--- config.mk ---
export PLATFORM = sky130hd
export DESIGN_NAME = leader_tx_top
export DESIGN_NICKNAME = d
export VERILOG_FILES = /design/src/hw/lane_pkg.sv /design/src/hw/link_cfg_pkg.sv /design/src/hw/leader_tx_top.sv /design/src/hw/lane_framer.sv /design/src/hw/strobe_gen.sv /design/src/hw/marker_gen.sv /design/src/hw/link_cfg_sync.sv
export VERILOG_INCLUDE_DIRS = /design/src /design/src/hw
export SDC_FILE = /design/constraint.sdc
export NUM_CORES = 1
export LEC_CHECK = 0
export BUFFER_PORTS_ARGS = -buffer_cell sky130_fd_sc_hd__buf_4
export CAP_MARGIN = 20
export CORE_AREA = 3 3 256 258
export CTS_BUF_LIST = sky130_fd_sc_hd__clkbuf_8
export CTS_CLUSTER_DIAMETER = 200
export DETAILED_ROUTE_END_ITERATION = 8
export DIE_AREA = 0 0 259 261
export PLACE_DENSITY = 0.39
export REMOVE_ABC_BUFFERS = 1
export SYNTH_ARGS = -nofsm -noshare
export SYNTH_HDL_FRONTEND = slang
export SYNTH_SLANG_ARGS = --single-unit
--- constraint.sdc ---
create_clock -name m_wr_clk -period 4.1 [get_ports m_wr_clk]
set_input_delay 0 -clock m_wr_clk [delete_from_list [all_inputs] [get_ports m_wr_clk]]
set_output_delay 0 -clock m_wr_clk [all_outputs]
set_load 0.02 [all_outputs]
--- src/hw/ca_consts.svh ---
// Shared constants for the leader transmit lanes
// Lane geometry, framing bit locations, strobe interval and delay width

`ifndef CA_CONSTS_SVH
`define CA_CONSTS_SVH

// ----------------------------------------
// Lane geometry
// ----------------------------------------
`define CA_NUM_LANES      7       // Lanes per direction
`define CA_LANE_BITS      40      // Full lane word
`define CA_PAYLOAD_BITS   37      // Bits 2 up to 38

// ----------------------------------------
// Framing bit locations
// ----------------------------------------
`define CA_PUSH_LOC       0       // Push bit
`define CA_STROBE_LOC     1       // Alignment strobe
`define CA_MARKER_LOC     39      // Remote word marker

// Base strobe interval in remote words
`define CA_TX_STB_INTV    24
`define CA_DELAY_BITS     16      // X, Y and Z delay values

`endif
--- src/hw/lane_pkg.sv ---
// Lane word types
// Per-lane payload, framed lane word and seven-lane bundles

`include "ca_consts.svh"

package lane_pkg;

   typedef logic [`CA_PAYLOAD_BITS-1:0] lane_payload_t;   // User bits of one lane

   // Framed word as sent to the phy, top bit first
   typedef struct packed
   {
      logic          marker;                   // Bit 39
      lane_payload_t payload;                  // Bits 38 down to 2
      logic          strobe;                   // Bit 1
      logic          push;                     // Bit 0
   } lane_word_t;

   // ----------------------------------------
   // Seven-lane bundles, lane 0 in the low slot
   // ----------------------------------------
   typedef lane_payload_t [`CA_NUM_LANES-1:0] lane_payload_arr_t;
   typedef lane_word_t    [`CA_NUM_LANES-1:0] lane_word_arr_t;

endpackage

--- src/hw/link_cfg_pkg.sv ---
// Link configuration types
// Lane rate encoding, delay setting bundle and online status bundle

`include "ca_consts.svh"

package link_cfg_pkg;

   // Lane rate as words per remote clock, kept 4 bits wide
   typedef enum logic [3:0]
   {
      RATE_FULL    = 4'h1,                     // One word per cycle
      RATE_HALF    = 4'h2,                     // Two words per cycle
      RATE_QUARTER = 4'h4                      // Four words per cycle
   } rate_e;

   // Alignment delays after rate scaling
   typedef struct packed
   {
      logic [`CA_DELAY_BITS-1:0] delay_x;      // Word alignment time
      logic [`CA_DELAY_BITS-1:0] delay_y;      // Channel alignment time
      logic [`CA_DELAY_BITS-1:0] delay_z;      // Phy alignment time
   } delay_cfg_t;

   // Reduced transfer enables
   typedef struct packed
   {
      logic sl_transfer_en;                    // All follower lanes ready
      logic ms_transfer_en;                    // All leader lanes ready
      logic tx_online;                         // Both directions ready
   } link_status_t;

endpackage

--- src/hw/leader_tx_top.sv ---
// Leader transmit top
// Delay and status sync, marker and strobe generation, lane framing

`timescale 1ns/1ns
`include "ca_consts.svh"

module leader_tx_top #(
   parameter link_cfg_pkg::rate_e LOCAL_RATE  = link_cfg_pkg::RATE_FULL,
   parameter link_cfg_pkg::rate_e REMOTE_RATE = link_cfg_pkg::RATE_HALF
) (
   input  logic                          m_wr_clk,
   input  logic                          m_wr_rst_n,
   input  logic [`CA_DELAY_BITS-1:0]     i_delay_x,
   input  logic [`CA_DELAY_BITS-1:0]     i_delay_y,
   input  logic [`CA_DELAY_BITS-1:0]     i_delay_z,
   input  logic [`CA_NUM_LANES-1:0]      i_sl_transfer_en,
   input  logic [`CA_NUM_LANES-1:0]      i_ms_transfer_en,
   input  logic                          i_push,
   input  lane_pkg::lane_payload_arr_t   i_payload,
   output link_cfg_pkg::delay_cfg_t      o_delay_cfg,
   output link_cfg_pkg::link_status_t    o_status,
   output lane_pkg::lane_word_arr_t      o_tx_lane
);

   logic tx_marker;                             // Remote word boundary
   logic tx_strobe;                             // Alignment strobe

   // ----------------------------------------
   // Configuration and status
   // ----------------------------------------
   link_cfg_sync #(.LOCAL_RATE(LOCAL_RATE)) u_link_cfg_sync (
      .m_wr_clk         (m_wr_clk),
      .m_wr_rst_n       (m_wr_rst_n),
      .i_delay_x        (i_delay_x),
      .i_delay_y        (i_delay_y),
      .i_delay_z        (i_delay_z),
      .i_sl_transfer_en (i_sl_transfer_en),
      .i_ms_transfer_en (i_ms_transfer_en),
      .o_delay_cfg      (o_delay_cfg),
      .o_status         (o_status)
   );

   // ----------------------------------------
   // Marker and strobe
   // ----------------------------------------
   marker_gen #(.LOCAL_RATE(LOCAL_RATE), .REMOTE_RATE(REMOTE_RATE)) u_marker_gen (
      .m_wr_clk         (m_wr_clk),
      .m_wr_rst_n       (m_wr_rst_n),
      .o_marker         (tx_marker)
   );

   strobe_gen #(.LOCAL_RATE(LOCAL_RATE), .REMOTE_RATE(REMOTE_RATE)) u_strobe_gen (
      .m_wr_clk         (m_wr_clk),
      .m_wr_rst_n       (m_wr_rst_n),
      .i_online         (o_status.tx_online),   // Registered online level
      .i_marker         (tx_marker),
      .o_strobe         (tx_strobe)
   );

   lane_framer u_lane_framer (
      .m_wr_clk         (m_wr_clk),
      .m_wr_rst_n       (m_wr_rst_n),
      .i_payload        (i_payload),
      .i_push           (i_push),
      .i_strobe         (tx_strobe),
      .i_marker         (tx_marker),
      .o_tx_lane        (o_tx_lane)
   );

endmodule

--- src/hw/lane_framer.sv ---
// Lane word framer
// Places payload, push, strobe and marker at their bit locations
// Registers all seven lane words

`timescale 1ns/1ns
`include "ca_consts.svh"

module lane_framer (
   input  logic                          m_wr_clk,
   input  logic                          m_wr_rst_n,
   input  lane_pkg::lane_payload_arr_t   i_payload,   // One payload per lane
   input  logic                          i_push,      // Valid word this cycle
   input  logic                          i_strobe,
   input  logic                          i_marker,
   output lane_pkg::lane_word_arr_t      o_tx_lane
);

   import lane_pkg::*;

   lane_word_arr_t lane_d;                      // Framed words before the register

   // Pack one word by bit location
   function automatic lane_word_t frame_word(input lane_payload_t payload,
                                             input logic          push,
                                             input logic          strobe,
                                             input logic          marker);
      logic [`CA_LANE_BITS-1:0] raw;
      raw = '0;
      raw[`CA_PUSH_LOC]                         = push;
      raw[`CA_STROBE_LOC]                       = strobe;
      raw[`CA_MARKER_LOC-1:`CA_STROBE_LOC+1]    = payload;
      raw[`CA_MARKER_LOC]                       = marker;
      return lane_word_t'(raw);
   endfunction

   // ----------------------------------------
   // Framing
   // ----------------------------------------
   always_comb
   begin
      for (int i = 0; i < `CA_NUM_LANES; i++)
      begin
         // Push only rides on lane 0
         lane_d[i] = frame_word(i_payload[i], (i == 0) ? i_push : 1'b0, i_strobe, i_marker);
      end
   end

   always_ff @(posedge m_wr_clk)
   begin
      if (!m_wr_rst_n)
         o_tx_lane <= '0;
      else
         o_tx_lane <= lane_d;                   // One cycle after payload
   end

endmodule

--- src/hw/strobe_gen.sv ---
// Alignment strobe generator
// FSM waits for online then a marker, then repeats every scaled interval
// Each strobe lands on a marker cycle

`timescale 1ns/1ns
`include "ca_consts.svh"

module strobe_gen #(
   parameter link_cfg_pkg::rate_e LOCAL_RATE  = link_cfg_pkg::RATE_FULL,
   parameter link_cfg_pkg::rate_e REMOTE_RATE = link_cfg_pkg::RATE_HALF
) (
   input  logic   m_wr_clk,
   input  logic   m_wr_rst_n,
   input  logic   i_online,                     // Link ready level
   input  logic   i_marker,                     // Remote word boundary
   output logic   o_strobe
);

   localparam int STB_INTV = (`CA_TX_STB_INTV * int'(REMOTE_RATE)) / int'(LOCAL_RATE);
   localparam int CNT_W    = $clog2(STB_INTV + 1);

   localparam logic [CNT_W-1:0] CNT_TGT = CNT_W'(STB_INTV);

   typedef enum logic [1:0]
   {
      STB_OFFLINE,                              // Link down
      STB_WAIT_MARKER,                          // First strobe pending
      STB_COUNT                                 // Spacing strobes
   } stb_state_e;

   stb_state_e       state_q;
   stb_state_e       state_d;
   logic [CNT_W-1:0] stb_cnt;                   // Cycles since last strobe
   logic             stb_hit;

   // ----------------------------------------
   // Next state and strobe decode
   // ----------------------------------------
   always_comb
   begin
      state_d = state_q;
      stb_hit = 1'b0;
      case (state_q)
         STB_OFFLINE:
            if (i_online)
               state_d = STB_WAIT_MARKER;
         STB_WAIT_MARKER:
            if (i_marker)
            begin
               stb_hit = 1'b1;                  // Sequence starts here
               state_d = STB_COUNT;
            end
         STB_COUNT:
            stb_hit = (stb_cnt >= CNT_TGT) && i_marker;
         default:
            state_d = STB_OFFLINE;
      endcase
      if (!i_online)
      begin
         state_d = STB_OFFLINE;                 // Drop restarts the sequence
         stb_hit = 1'b0;
      end
   end

   assign o_strobe = stb_hit;

   always_ff @(posedge m_wr_clk)
   begin
      if (!m_wr_rst_n)
      begin
         state_q <= STB_OFFLINE;
         stb_cnt <= '0;
      end
      else
      begin
         state_q <= state_d;
         if (stb_hit)
            stb_cnt <= CNT_W'(1);               // Next cycle is one after strobe
         else if (state_q == STB_COUNT && stb_cnt < CNT_TGT)
            stb_cnt <= stb_cnt + 1'b1;          // Saturates at the target
      end
   end

endmodule

--- src/hw/marker_gen.sv ---
// Remote word marker generator
// Free-running counter over the remote to local rate ratio

`timescale 1ns/1ns

module marker_gen #(
   parameter link_cfg_pkg::rate_e LOCAL_RATE  = link_cfg_pkg::RATE_FULL,
   parameter link_cfg_pkg::rate_e REMOTE_RATE = link_cfg_pkg::RATE_HALF
) (
   input  logic   m_wr_clk,
   input  logic   m_wr_rst_n,
   output logic   o_marker                      // One cycle per remote word
);

   // Local words per remote word, never below one
   localparam int MRK_RATIO  = int'(REMOTE_RATE) / int'(LOCAL_RATE);
   localparam int MRK_PERIOD = (MRK_RATIO < 1) ? 1 : MRK_RATIO;
   localparam int CNT_W      = (MRK_PERIOD > 1) ? $clog2(MRK_PERIOD) : 1;

   localparam logic [CNT_W-1:0] CNT_LAST = CNT_W'(MRK_PERIOD - 1);

   logic [CNT_W-1:0] mrk_cnt;                   // Local word index
   logic             cnt_wrap;                  // Last local word

   assign cnt_wrap = (mrk_cnt == CNT_LAST);

   // ----------------------------------------
   // Counter and registered pulse
   // ----------------------------------------
   always_ff @(posedge m_wr_clk)
   begin
      if (!m_wr_rst_n)
      begin
         mrk_cnt  <= '0;
         o_marker <= 1'b0;                      // Quiet through reset
      end
      else
      begin
         mrk_cnt  <= cnt_wrap ? '0 : mrk_cnt + 1'b1;
         // With a period of one the wrap is constant so the marker stays high
         o_marker <= cnt_wrap;
      end
   end

endmodule

--- src/hw/link_cfg_sync.sv ---
// Delay setting capture and lane enable reduction
// Two register stages per delay then division by the local rate
// Seven-lane transfer enables reduced to registered status levels

`timescale 1ns/1ns
`include "ca_consts.svh"

module link_cfg_sync #(
   parameter link_cfg_pkg::rate_e LOCAL_RATE = link_cfg_pkg::RATE_FULL
) (
   input  logic                        m_wr_clk,
   input  logic                        m_wr_rst_n,
   input  logic [`CA_DELAY_BITS-1:0]   i_delay_x,          // Static level
   input  logic [`CA_DELAY_BITS-1:0]   i_delay_y,
   input  logic [`CA_DELAY_BITS-1:0]   i_delay_z,
   input  logic [`CA_NUM_LANES-1:0]    i_sl_transfer_en,   // One bit per lane
   input  logic [`CA_NUM_LANES-1:0]    i_ms_transfer_en,
   output link_cfg_pkg::delay_cfg_t    o_delay_cfg,
   output link_cfg_pkg::link_status_t  o_status
);

   import link_cfg_pkg::*;

   localparam logic [`CA_DELAY_BITS-1:0] RATE_DIV = `CA_DELAY_BITS'(LOCAL_RATE);

   delay_cfg_t dly_s1;                          // First capture stage
   delay_cfg_t dly_s2;                          // Settled copy

   // ----------------------------------------
   // Delay capture
   // ----------------------------------------
   always_ff @(posedge m_wr_clk)
   begin
      if (!m_wr_rst_n)
      begin
         dly_s1 <= '0;
         dly_s2 <= '0;
      end
      else
      begin
         dly_s1 <= '{delay_x: i_delay_x, delay_y: i_delay_y, delay_z: i_delay_z};
         dly_s2 <= dly_s1;
      end
   end

   // Scale to local words, truncating
   assign o_delay_cfg.delay_x = dly_s2.delay_x / RATE_DIV;
   assign o_delay_cfg.delay_y = dly_s2.delay_y / RATE_DIV;
   assign o_delay_cfg.delay_z = dly_s2.delay_z / RATE_DIV;

   // ----------------------------------------
   // Online status
   // ----------------------------------------
   always_ff @(posedge m_wr_clk)
   begin
      if (!m_wr_rst_n)
         o_status <= '0;
      else
      begin
         o_status.sl_transfer_en <= &i_sl_transfer_en;                     // Every lane up
         o_status.ms_transfer_en <= &i_ms_transfer_en;
         o_status.tx_online      <= &{i_sl_transfer_en, i_ms_transfer_en}; // Both sides up
      end
   end

endmodule

# --- Word-level counts from Yosys, hierarchy flattened ---
# Cells that the tools add are included.
totals:
  reg_bits: 371
  elab_cells: 51
  inputBits: 324
classes:
  n_mux: 7
  n_eq_ne: 3
  bitwise: 2
  order_cmp: 2
  reduce_logical: 11
  add_sub_neg: 2
ops:
  columns: ["operator", "count"]
  rows:
  - ["14-bit AND reduction", 1]
  - ["7-bit AND reduction", 2]
  - ["6-bit by 1-bit adder with 6-bit output (second input constant)", 1]
  - ["6-bit >= comparator (second input constant)", 1]
  - ["6-bit less-than comparator (second input constant)", 1]
  - ["2-bit case mux with 3 select lines", 1]
  - ["1-bit 2-to-1 mux", 4]
  - ["2-bit AND reduction", 2]
  - ["2-bit OR reduction", 2]
  - ["2-bit by 1-bit equality test with 1-bit output (second input constant)", 1]
  - ["2-bit equality test (second input constant)", 1]
  - ["1-bit logical AND", 2]
  - ["2-bit zero test", 1]
  - ["2-bit 2-to-1 mux", 1]
  - ["2-bit != test (second input constant)", 1]
  - ["1-bit inverter", 2]
  - ["1-bit case mux with 2 select lines", 1]
  - ["2-bit nonzero test", 1]
  - ["1-bit adder (second input constant)", 1]

# --- Logic depth before layout (Yosys ltp) ---
# Gate-level depths: netlist of the first run.
logic_depth:
  ltp_word: 5
  mapped_depth: 5
  ltp_nobuf: 5

# --- Hierarchy ---
# Synthesis of the first run repeated with hierarchy kept, for this count alone.
hier_totals:
  hier_cells: 840
  area_unflattened_um2: 10507.6
modules_own_cells:
  columns: ["module", "instances", "area_per_inst_um2", "seq_area_each_um2", "cells_each"]
  rows:
  - ["lane_framer", 1, 7303.3, 5245.0, 572]
  - ["link_cfg_sync", 1, 2702.6, 1981.9, 213]
  - ["strobe_gen", 1, 445.4, 160.2, 51]
  - ["marker_gen", 1, 56.3, 40.0, 4]

# --- Least setup slack after synthesis of the first run ---
# No wires, ideal clock.
synth_timing:
  path_type: "register -> register"
  startpoint: "reg u_strobe_gen.state_q[0]"
  endpoint: "reg u_strobe_gen.stb_cnt[2]"
  stages_incl_launch_ff: 6
  t_arrival_ps: 1307
  path_slack_ps: 2723
  required_time_ps: 4030
  setup_ps: 70
  cell_sequence: "dfxtp_1 inv_1 ha_1 a21bo_4 or3_1 a21oi_1"
synth_via:
  elab_chain_len: 4
  word_cells_on_any_way: 6
  classes_between: "2 x eq/ne; 2 x mux; 2 x reduce/logical"
synth_lines:
  columns: ["element", "line", "text"]
  rows:
  - ["start: declaration", "strobe_gen.sv:31", "stb_state_e state_q;"]
  - ["start signal: assignment", "strobe_gen.sv:76", "state_q <= state_d;"]
  - ["2-bit equality test or 2-bit by 1-bit equality test with 1-bit output (tied branches)", "strobe_gen.sv:43, strobe_gen.sv:79", null]
  - ["1-bit case mux with 2 select lines", "strobe_gen.sv:43", "case (state_q)"]
  - ["1-bit 2-to-1 mux", "strobe_gen.sv:58", "if (!i_online)"]
  - ["2-bit OR reduction (no line)", null, null]
  - ["end signal: assignment", "strobe_gen.sv:80", "stb_cnt <= stb_cnt + 1'b1;"]
  - ["end: declaration", "strobe_gen.sv:33", "logic [CNT_W-1:0] stb_cnt;"]
# Parallel ways exist; a longest one is shown, timed or not.
# A chain may end at the register's enable or synchronous reset.

# --- Worst setup path after layout of the first run ---
# Ends and elaborated chain as after synthesis.

==> flow_metrics.env, run 1 <==
export IMPL_outcome="finished clean"
export IMPL_die_width_um=259
export IMPL_synth_edf_count=0
export IMPL_worst_ep_arrival_time_ns=2.08
export IMPL_synth_seq_cells=371
export IMPL_final_fill_count=6462
export IMPL_clockBufferDepth=3
export IMPL_die_area_mm2=0.0676
export IMPL_p_leak_nw=9.56
export IMPL_core_region_area_mm2=0.0632
export IMPL_grt_use_total_pct=10.9
export IMPL_io_pins=655
export IMPL_grt_max_degree=149
export IMPL_gp_congestion=0.770
export IMPL_wire_per_inst_um=14.3
export IMPL_cts_root_buf="clkbuf_8"
export IMPL_avgSynthCellArea_um2=12.3
export IMPL_antenna_found_initial=6
export IMPL_slew_headroom_pct=46.8
export IMPL_clk_latency_ns=0.63
export IMPL_setup_viol=0
export IMPL_cts_buffers=72
export IMPL_vdd_drop_max_v=0.000240
export IMPL_cp_required_ns=4.64
export IMPL_fp_dieH_um=261
export IMPL_fmax_ghz=0.651
export IMPL_dr_pass1_iters=4
export IMPL_cts_htree_levels=3
export IMPL_ff_latch_area_mm2=0.00743
export IMPL_fin_crit_sh_pct=37.5
export IMPL_ys_top_cells_by_area="dfxtp_1 (72%), and2_1 (22%), clkbuf_1 (1.5%)"
export IMPL_final_max_slew_viol_count=0
export IMPL_num_rows=92
export IMPL_fin_crit_ns=1.54
export IMPL_postRouteAntennaNets=0
export IMPL_cts_sinks=371
export IMPL_finClkSkew_ns=0.0244
export IMPL_final_hold_viol_count=0
export IMPL_multi_input_area_mm2=0.00258
export IMPL_synth_seq_area_share_pct=72.1
export IMPL_yosys_warnings=0
export IMPL_finalSetupTns_ns=0
export IMPL_drc=0
export IMPL_drive_gt1_share_pct=40.1
export IMPL_start_kind="register"
export IMPL_synth_area_mm2=0.0103
export IMPL_final_cell_mix="buf_4 (651), dfxtp_1 (371), and2_1 (362), dlygate4sd3_1 (313), clkbuf_8 (86)"
export IMPL_final_util_pct=32.6
export IMPL_crit_path_max_fanout=9
export IMPL_synth_top_cell_by_area="dfxtp_1"
export IMPL_netlist_area_leader_share_pct=72.1
export IMPL_vias_per_cell=3.38
export IMPL_cts_resized_gates=0
export IMPL_min_path_type="input port to register"
export IMPL_synthArstFlopShare_pct=0
export IMPL_grt_pass1_vias=10100
export IMPL_p_per_area_mw_per_mm2=418
export IMPL_fin_nets=2154
export IMPL_area_growth_pct=99.8
export IMPL_grt_overflow_total=0
export IMPL_path_class="register to register"
export IMPL_synth_ff_type="dfxtp_1"
export IMPL_first_iter_violations=285
export IMPL_clk_pin_slew_ns=0.06
export IMPL_drt_total_wl_um=39000
export IMPL_dp_hpwl_um=27900
export IMPL_num_vias=9209
export IMPL_worstMarginPinSlew_ns=0.798
export IMPL_rsz0062_at_grt="no"
export IMPL_grt_pass1_wl_um=56400
export IMPL_cts_setup_buffers=0
export IMPL_final_common_cell="buf_4"
export IMPL_cts_tree="built"
export IMPL_end_kind="register"
export IMPL_ys_types=26
export IMPL_numPortBuffers=648
export IMPL_synthCells=839
export IMPL_maxCapViolCount=0
export IMPL_start_util_pct=16.3
export IMPL_cts_hold_buf=313
[logic make-up (layout without fill, tap and decap cells)]
| logic type | Yosys count | in the layout | synth area share [%] |
|---|---|---|---|
| AOI/OAI and AO/OA | 15 | 15 | 0.924 |
| adders and majority gates | 5 | 5 | 0.608 |
| other | 1 | 8 | 0.0364 |
| DFF | 371 | 371 | 72.1 |
| buffers and inverters | 63 | 1095 | 2.99 |
| and+or+nand+nor | 383 | 383 | 23.2 |
| xor gates and xnor gates | 1 | 1 | 0.0851 |
[layer usage]
metal / vias up / share of wire, % / GRT usage [%]
met5: - / 0.10 / 0
met1: 4163 / 34 / 10.1
li1: 4527 / - / -
met4: 8 / 3.1 / 4.56
met2: 409 / 53 / 20.1
met3: 102 / 11 / 5.41
[synth_stat cells (all sizes together), types with 2 or more instances]
| library cell | number |
|---|---|
| dfxtp | 371 |
| and4 | 2 |
| o21ai | 5 |
| buf | 19 |
| nor2b | 3 |
| nand4 | 4 |
| ha | 5 |
| clkbuf | 40 |
| nor2 | 2 |
| and2 | 362 |
| or3b | 2 |
| nand2 | 3 |
| or3 | 2 |
| a21oi | 5 |
| inv | 4 |
[stage by stage]
step | instance area (um^2) | setup WS [ns] | cells | hold slack [ns] | power, mW
after floorplan | 10000 | 2.72 | 785 | 0.117 | 4.23
after global placement | 16000 | 2.60 | 2284 | 0.207 | 4.81
after detailed placement | 16000 | 2.56 | 2284 | 0.210 | 4.82
after CTS | 20600 | 2.57 | 2722 | 0.00697 | 8.84
after global routing | 20600 | 2.36 | 2723 | 0.0407 | 9.06
final | 20600 | 2.56 | 2724 | 0.0961 | 8.60
[registers in the layout (all words and copies together), names as in the netlist]
| name | cells |
|---|---|
| u_strobe_gen.state_q | 2 |
| u_link_cfg_sync.dly_s2 | 48 |
| u_strobe_gen.stb_cnt | 6 |
| u_link_cfg_sync.o_status | 3 |
| u_marker_gen.cnt_wrap | 1 |
| u_link_cfg_sync.dly_s1 | 48 |
| u_marker_gen.o_marker | 1 |
| u_lane_framer.o_tx_lane | 262 |
[area by class of cell]
class | instances | area share, %
clock inverters | 40 | 1.29
inverters | 4 | 0.0730
well taps | 846 | 5.14
clock buffers | 85 | 5.69
flip-flops and latches | 371 | 36.1
diodes | 2 | 0.0243
multi-input cells | 410 | 12.5
repair buffers | 966 | 39.1
[worst paths after layout]
check | startpoint | end | slack, ns | cells after the start
worst max-delay path | u_strobe_gen.state_q[0] | u_strobe_gen.stb_cnt[2] | 2.56 | 5
worst min-delay path | m_wr_rst_n | u_link_cfg_sync.dly_s1[27] | 0.1 | 2
worst max register to register | u_strobe_gen.state_q[0] | u_strobe_gen.stb_cnt[2] | 2.56 | 5
worst min register to register | u_marker_gen.cnt_wrap | u_marker_gen.cnt_wrap | 0.40 | 1
[power breakdown]
part | total [mW] | leakage, nW | switching (mW) | internal [mW]
registers | 3.84 | 3.08 | 0.0492 | 3.79
clock network | 3.63 | 0.824 | 1.60 | 2.02
logic | 1.14 | 5.66 | 0.475 | 0.661
total | 8.60 | 9.56 | 2.13 | 6.47
[worst max-delay path: stages (launching register included)]
cell	delay (ns)
dfxtp_1	0.34
inv_1	0.10
ha_1	0.31
a21bo_4	0.28
or3_1	0.30
a21oi_1	0.14
(Power assumes the default switching activity.)
==> run 2: changes to the inputs <==
Clock period 4.1 ns to 1.6 ns, I/O delays scaled along.
==> flow_metrics.env, run 2 (same netlist as run 1, synthesis figures left out) <==
export IMPL_largest_registers="u_lane_framer.o_tx_lane (262), u_link_cfg_sync.dly_s1 (48), u_link_cfg_sync.dly_s2 (48)"
export IMPL_fin_crit_ns=1.56
export IMPL_drc=0
export IMPL_vias_per_cell=3.37
export IMPL_numPortBuffers=648
export IMPL_worst_ep_arrival_time_ns=2.05
export IMPL_final_common_cell="buf_4"
export IMPL_rr_endpoint="u_strobe_gen.state_q[1]"
export IMPL_wire_per_inst_um=14.3
export IMPL_max_stage_delay_ns=0.57
export IMPL_fin_nets=2225
export IMPL_grt_max_degree=118
export IMPL_r2r_cells=5
export IMPL_finClkSkew_ns=0.0181
export IMPL_crit_path_end="u_link_cfg_sync.o_status[0]"
export IMPL_cts_tree="built"
export IMPL_ff_latch_area_mm2=0.00743
export IMPL_antenna_found_initial=4
export IMPL_first_iter_violations=233
export IMPL_drive_gt1_share_pct=39.2
export IMPL_r2r_start="u_strobe_gen.state_q[1]"
export IMPL_end_kind="register"
export IMPL_worstPathBufferInverterCount=4
export IMPL_postRouteAntennaNets=0
export IMPL_cts_root_buf="clkbuf_8"
export IMPL_final_cell_mix="buf_4 (655), dlygate4sd3_1 (379), dfxtp_1 (370), and2_1 (362), clkbuf_8 (87)"
export IMPL_crit_path_max_fanout=2
export IMPL_area_growth_pct=106
export IMPL_critPathLaunch="i_sl_transfer_en[2]"
export IMPL_io_pins=655
export IMPL_clk_latency_ns=0.60
export IMPL_cp_depth=7
export IMPL_grt_use_total_pct=11.3
export IMPL_critPathTopFamily="buffers and inverters"
export IMPL_num_vias=9390
export IMPL_setup_viol=0
export IMPL_critPathSlowestCell="dlygate4sd3_1"
export IMPL_fp_dieH_um=261
export IMPL_final_hold_viol_count=0
export IMPL_cts_sinks=371
export IMPL_p_per_area_mw_per_mm2=1030
export IMPL_cp_required_ns=2.09
export IMPL_largest_register_ffs=262
export IMPL_fin_crit_sh_pct=97.6
export IMPL_die_width_um=259
export IMPL_ff2ff_setup_slack_ns=0.15
export IMPL_final_fill_count=6306
export IMPL_dp_hpwl_um=28400
export IMPL_maxCapViolCount=0
export IMPL_top_register="u_lane_framer.o_tx_lane"
export IMPL_cp_common_cell="dlygate4sd3_1"
export IMPL_p_leak_nw=9.92
export IMPL_clk_pin_slew_ns=0.06
export IMPL_start_kind="input port"
export IMPL_multi_input_area_mm2=0.00259
export IMPL_min_path_type="input port to register"
export IMPL_grt_pass1_vias=10500
export IMPL_cts_buffers=71
export IMPL_finalSetupTns_ns=0
export IMPL_cts_setup_buffers=0
export IMPL_clockBufferDepth=3
export IMPL_start_util_pct=16.3
export IMPL_rsz0062_at_grt="no"
export IMPL_gp_congestion=0.778
export IMPL_core_region_area_mm2=0.0632
export IMPL_outcome="finished clean"
export IMPL_grt_overflow_total=0
export IMPL_die_area_mm2=0.0676
export IMPL_path_class="input port to register"
export IMPL_dr_pass1_iters=4
export IMPL_num_rows=92
export IMPL_final_util_pct=33.6
export IMPL_drt_total_wl_um=39900
export IMPL_final_max_slew_viol_count=0
export IMPL_fmax_ghz=0.641
export IMPL_grt_pass1_wl_um=58800
export IMPL_crit_chain="dlygate4sd3_1 > buf_4 > nand4_1 > dlygate4sd3_1 > nor2_1 > dlygate4sd3_1 > and2_1"
export IMPL_vdd_drop_max_v=0.000661
export IMPL_cts_htree_levels=3
[run 2: changes by cell type in the layout (fill, tap and decap cells not counted), sizes merged]
cell,previous run,this run
clkinvlp,4,3
inv,34,27
buf,652,658
clkbuf,86,87
dlygate4sd3,313,379
bufinv,2,1
[run 2: layer usage]
metal | vias up | part of all wire [%] | GRT usage (%)
met1 | 4210 | 34 | 10.6
met3 | 98 | 10 | 5.34
met2 | 419 | 52 | 20.8
met4 | 4 | 3.7 | 5.01
met5 | - | 0.053 | 0
li1 | 4659 | - | -
[run 2: power by group]
group | total, mW | leakage, nW | internal [mW] | switching, mW
Combinational | 3.05 | 6.06 | 1.81 | 1.24
Sequential | 9.84 | 3.08 | 9.71 | 0.128
Clock | 8.99 | 0.769 | 4.99 | 4.00
Total | 21.9 | 9.92 | 16.5 | 5.37
[run 2: how the worst min path moves through the flow]
stage / cells past startpoint / startpoint / endpoint
3_5_place_dp: 2 / i_payload[20] / u_lane_framer.o_tx_lane[22]
6_report: 3 / i_payload[11] / u_lane_framer.o_tx_lane[13]
3_3_place_gp: 2 / i_payload[97] / u_lane_framer.o_tx_lane[105]
5_1_grt: 3 / i_payload[217] / u_lane_framer.o_tx_lane[234]
4_1_cts: 3 / i_payload[217] / u_lane_framer.o_tx_lane[234]
2_1_floorplan: 1 / m_wr_rst_n / u_strobe_gen.stb_cnt[0]
[run 2: metrics by stage]
step / cells / cell area (um^2) / setup slack, ns / hold WS (ns) / power [mW]
after floorplan: 785 / 10000 / 0.223 / 0.117 / 10.8
final: 2788 / 21200 / 0.0391 / 0.143 / 21.9
after detailed placement: 2290 / 16100 / 0.0839 / 0.210 / 12.4
after CTS: 2786 / 21200 / 0.0588 / 0.0310 / 22.5
after global placement: 2290 / 16100 / 0.0991 / 0.208 / 12.4
after global routing: 2788 / 21200 / 0.0219 / 0.0612 / 23.1
[run 2: worst min-delay path, cell delays in order]
cell	delay, ns
dlygate4sd3_1	0.53
buf_4	0.09
and2_1	0.10
[run 2: area by class of cell]
cell class,instances,share of cell area [%]
clock inverter,31,0.795
timing repair buffer,1038,41.4
inverter,4,0.0707
tap,846,4.98
sequential,371,35.0
clock buffer,86,5.57
multi-input combinational,410,12.2
antenna,2,0.0236
[run 2: timing repair]
| item | in CTS | in global routing |
|---|---|---|
| hold buffers | 379 | 0 |
| gates resized for setup | 0 | 3 |
| setup endpoints to repair | 0 | 2 |
| hold endpoints to repair | 322 | 0 |
==> run 3: changes to the inputs <==
Settings changed: PLACE_DENSITY 0.39 to 0.4.
Clock period 1.6 ns to 1.4 ns, I/O delays scaled along.
==> flow_metrics.env, run 3 (same netlist as run 1, synthesis figures left out) <==
export IMPL_grt_pass1_wl_um=56900
export IMPL_dr_pass1_iters=4
export IMPL_p_per_area_mw_per_mm2=1190
export IMPL_clk_latency_ns=0.60
export IMPL_crit_path_end="u_strobe_gen.state_q[0]"
export IMPL_die_area_mm2=0.0676
export IMPL_wire_per_inst_um=14.3
export IMPL_cts_sinks=371
export IMPL_min_from="i_payload[51]"
export IMPL_drive_gt1_share_pct=40.7
export IMPL_setup_viol=1
export IMPL_critPathSlowestCell="or3b_2"
export IMPL_start_kind="register"
export IMPL_final_max_slew_viol_count=0
export IMPL_ff2ff_setup_slack_ns=-0.02
export IMPL_largest_registers="u_lane_framer.o_tx_lane (262), u_link_cfg_sync.dly_s1 (48), u_link_cfg_sync.dly_s2 (48)"
export IMPL_cts_buffers=70
export IMPL_final_util_pct=33.4
export IMPL_fp_dieH_um=261
export IMPL_max_stage_delay_ns=0.47
export IMPL_area_growth_pct=105
export IMPL_die_width_um=259
export IMPL_core_region_area_mm2=0.0632
export IMPL_fin_ws_ns=-0.0169
export IMPL_grt_use_total_pct=11.0
export IMPL_fin_crit_ns=1.42
export IMPL_num_vias=9359
export IMPL_min_path_type="input port to register"
export IMPL_grt_max_degree=59
export IMPL_grt_overflow_total=0
export IMPL_io_pins=655
export IMPL_rr_endpoint="u_strobe_gen.state_q[0]"
export IMPL_crit_path_max_fanout=6
export IMPL_final_common_cell="buf_4"
export IMPL_r2r_start="u_strobe_gen.state_q[1]"
export IMPL_worst_ep_arrival_time_ns=1.95
export IMPL_dp_hpwl_um=28700
export IMPL_finClkSkew_ns=0.0170
export IMPL_critPathLaunch="u_strobe_gen.state_q[1]"
export IMPL_cts_htree_levels=3
export IMPL_vias_per_cell=3.38
export IMPL_fmax_ghz=0.706
export IMPL_cts_root_buf="clkbuf_8"
export IMPL_clockBufferDepth=3
export IMPL_cp_required_ns=1.93
export IMPL_postRouteAntennaNets=0
export IMPL_fin_crit_sh_pct=101
export IMPL_top_register="u_lane_framer.o_tx_lane"
export IMPL_num_rows=92
export IMPL_vdd_drop_max_v=0.000748
export IMPL_start_util_pct=16.3
export IMPL_final_cell_mix="buf_4 (661), dfxtp_1 (367), and2_1 (362), dlygate4sd3_1 (345), clkbuf_8 (91)"
export IMPL_final_hold_viol_count=0
export IMPL_outcome="finished, violations left"
export IMPL_drt_total_wl_um=39500
export IMPL_end_kind="register"
export IMPL_first_iter_violations=234
export IMPL_rsz0062_at_grt="yes"
export IMPL_gp_congestion=0.749
export IMPL_clk_pin_slew_ns=0.06
export IMPL_fin_nets=2201
export IMPL_dp_slack_ns=-0.0754
export IMPL_maxCapViolCount=0
export IMPL_largest_register_ffs=262
export IMPL_violations="negative setup slack"
export IMPL_p_leak_nw=9.81
export IMPL_r2r_cells=5
export IMPL_antenna_found_initial=2
export IMPL_crit_chain="buf_6 > ha_4 > buf_4 > or3b_2 > a21oi_2"
export IMPL_path_class="register to register"
export IMPL_numPortBuffers=648
export IMPL_cts_tree="built"
export IMPL_drc=0
export IMPL_grt_pass1_vias=10200
-- run 3: critical path: cells and delay by family, from the launching register on --
family,cells,cell delay (ns)
AND/OR/NAND/NOR,1,0.47
AO/OA/AOI/OAI,1,0.13
buffers and inverters,2,0.25
adder cells (fa/ha/maj),1,0.18
flip-flops,1,0.32
-- run 3: cell type report --
| class | count | area [um^2] |
|---|---|---|
| clock inverter | 30 | 138 |
| sequential | 371 | 7430 |
| clock buffer | 90 | 1240 |
| fill | 6397 | 42100 |
| antenna | 2 | 5.00 |
| timing repair buffer | 1015 | 8570 |
| multi-input combinational | 410 | 2620 |
| inverter | 4 | 17.5 |
| tap | 846 | 1060 |
-- run 3: per-layer routing --
layer	wire length, um	part of all wire [%]	global-route usage, %
met5	0	0	0
met4	1110	2.8	4.32
met3	3720	9.4	4.99
met2	21200	54	20.5
met1	13500	34	10.5
-- run 3: power by group --
group	total (mW)	internal (mW)	switching, mW
sequential	11.2	11.1	0.148
combinational	3.44	2.03	1.41
clock	10.3	5.74	4.56
total	25.0	18.9	6.11
-- run 3: what timing repair did --
item	4_1_cts	5_1_grt
pin swaps	0	4
hold endpoints to repair	327	0
gates resized for setup	8	9
setup buffers	1	3
endpoints found under the setup margin	15	16
hold buffers	345	0
-- run 3: worst min path at each step --
stage	to	slack, ns	cells past startpoint
after CTS	u_lane_framer.o_tx_lane[56]	0.01	3
final	u_lane_framer.o_tx_lane[56]	0.12	3
after global routing	u_lane_framer.o_tx_lane[56]	0.05	3
after detailed placement	u_lane_framer.o_tx_lane[84]	0.21	2
after floorplan	u_strobe_gen.stb_cnt[0]	0.12	1
after global placement	u_lane_framer.o_tx_lane[37]	0.21	2
-- run 3: per-stage QoR --
step / cells / area [um^2] / TNS (ns) / hold slack, ns / total power [mW]
6_report: 2768 / 21100 / -0.0169 / 0.122 / 25.0
3_3_place_gp: 2297 / 16200 / -0.110 / 0.207 / 14.1
3_5_place_dp: 2297 / 16200 / -0.336 / 0.210 / 14.2
4_1_cts: 2763 / 21000 / 0 / 0.0115 / 25.6
5_1_grt: 2766 / 21100 / -0.115 / 0.0469 / 26.3
2_1_floorplan: 785 / 10000 / 0 / 0.117 / 12.4
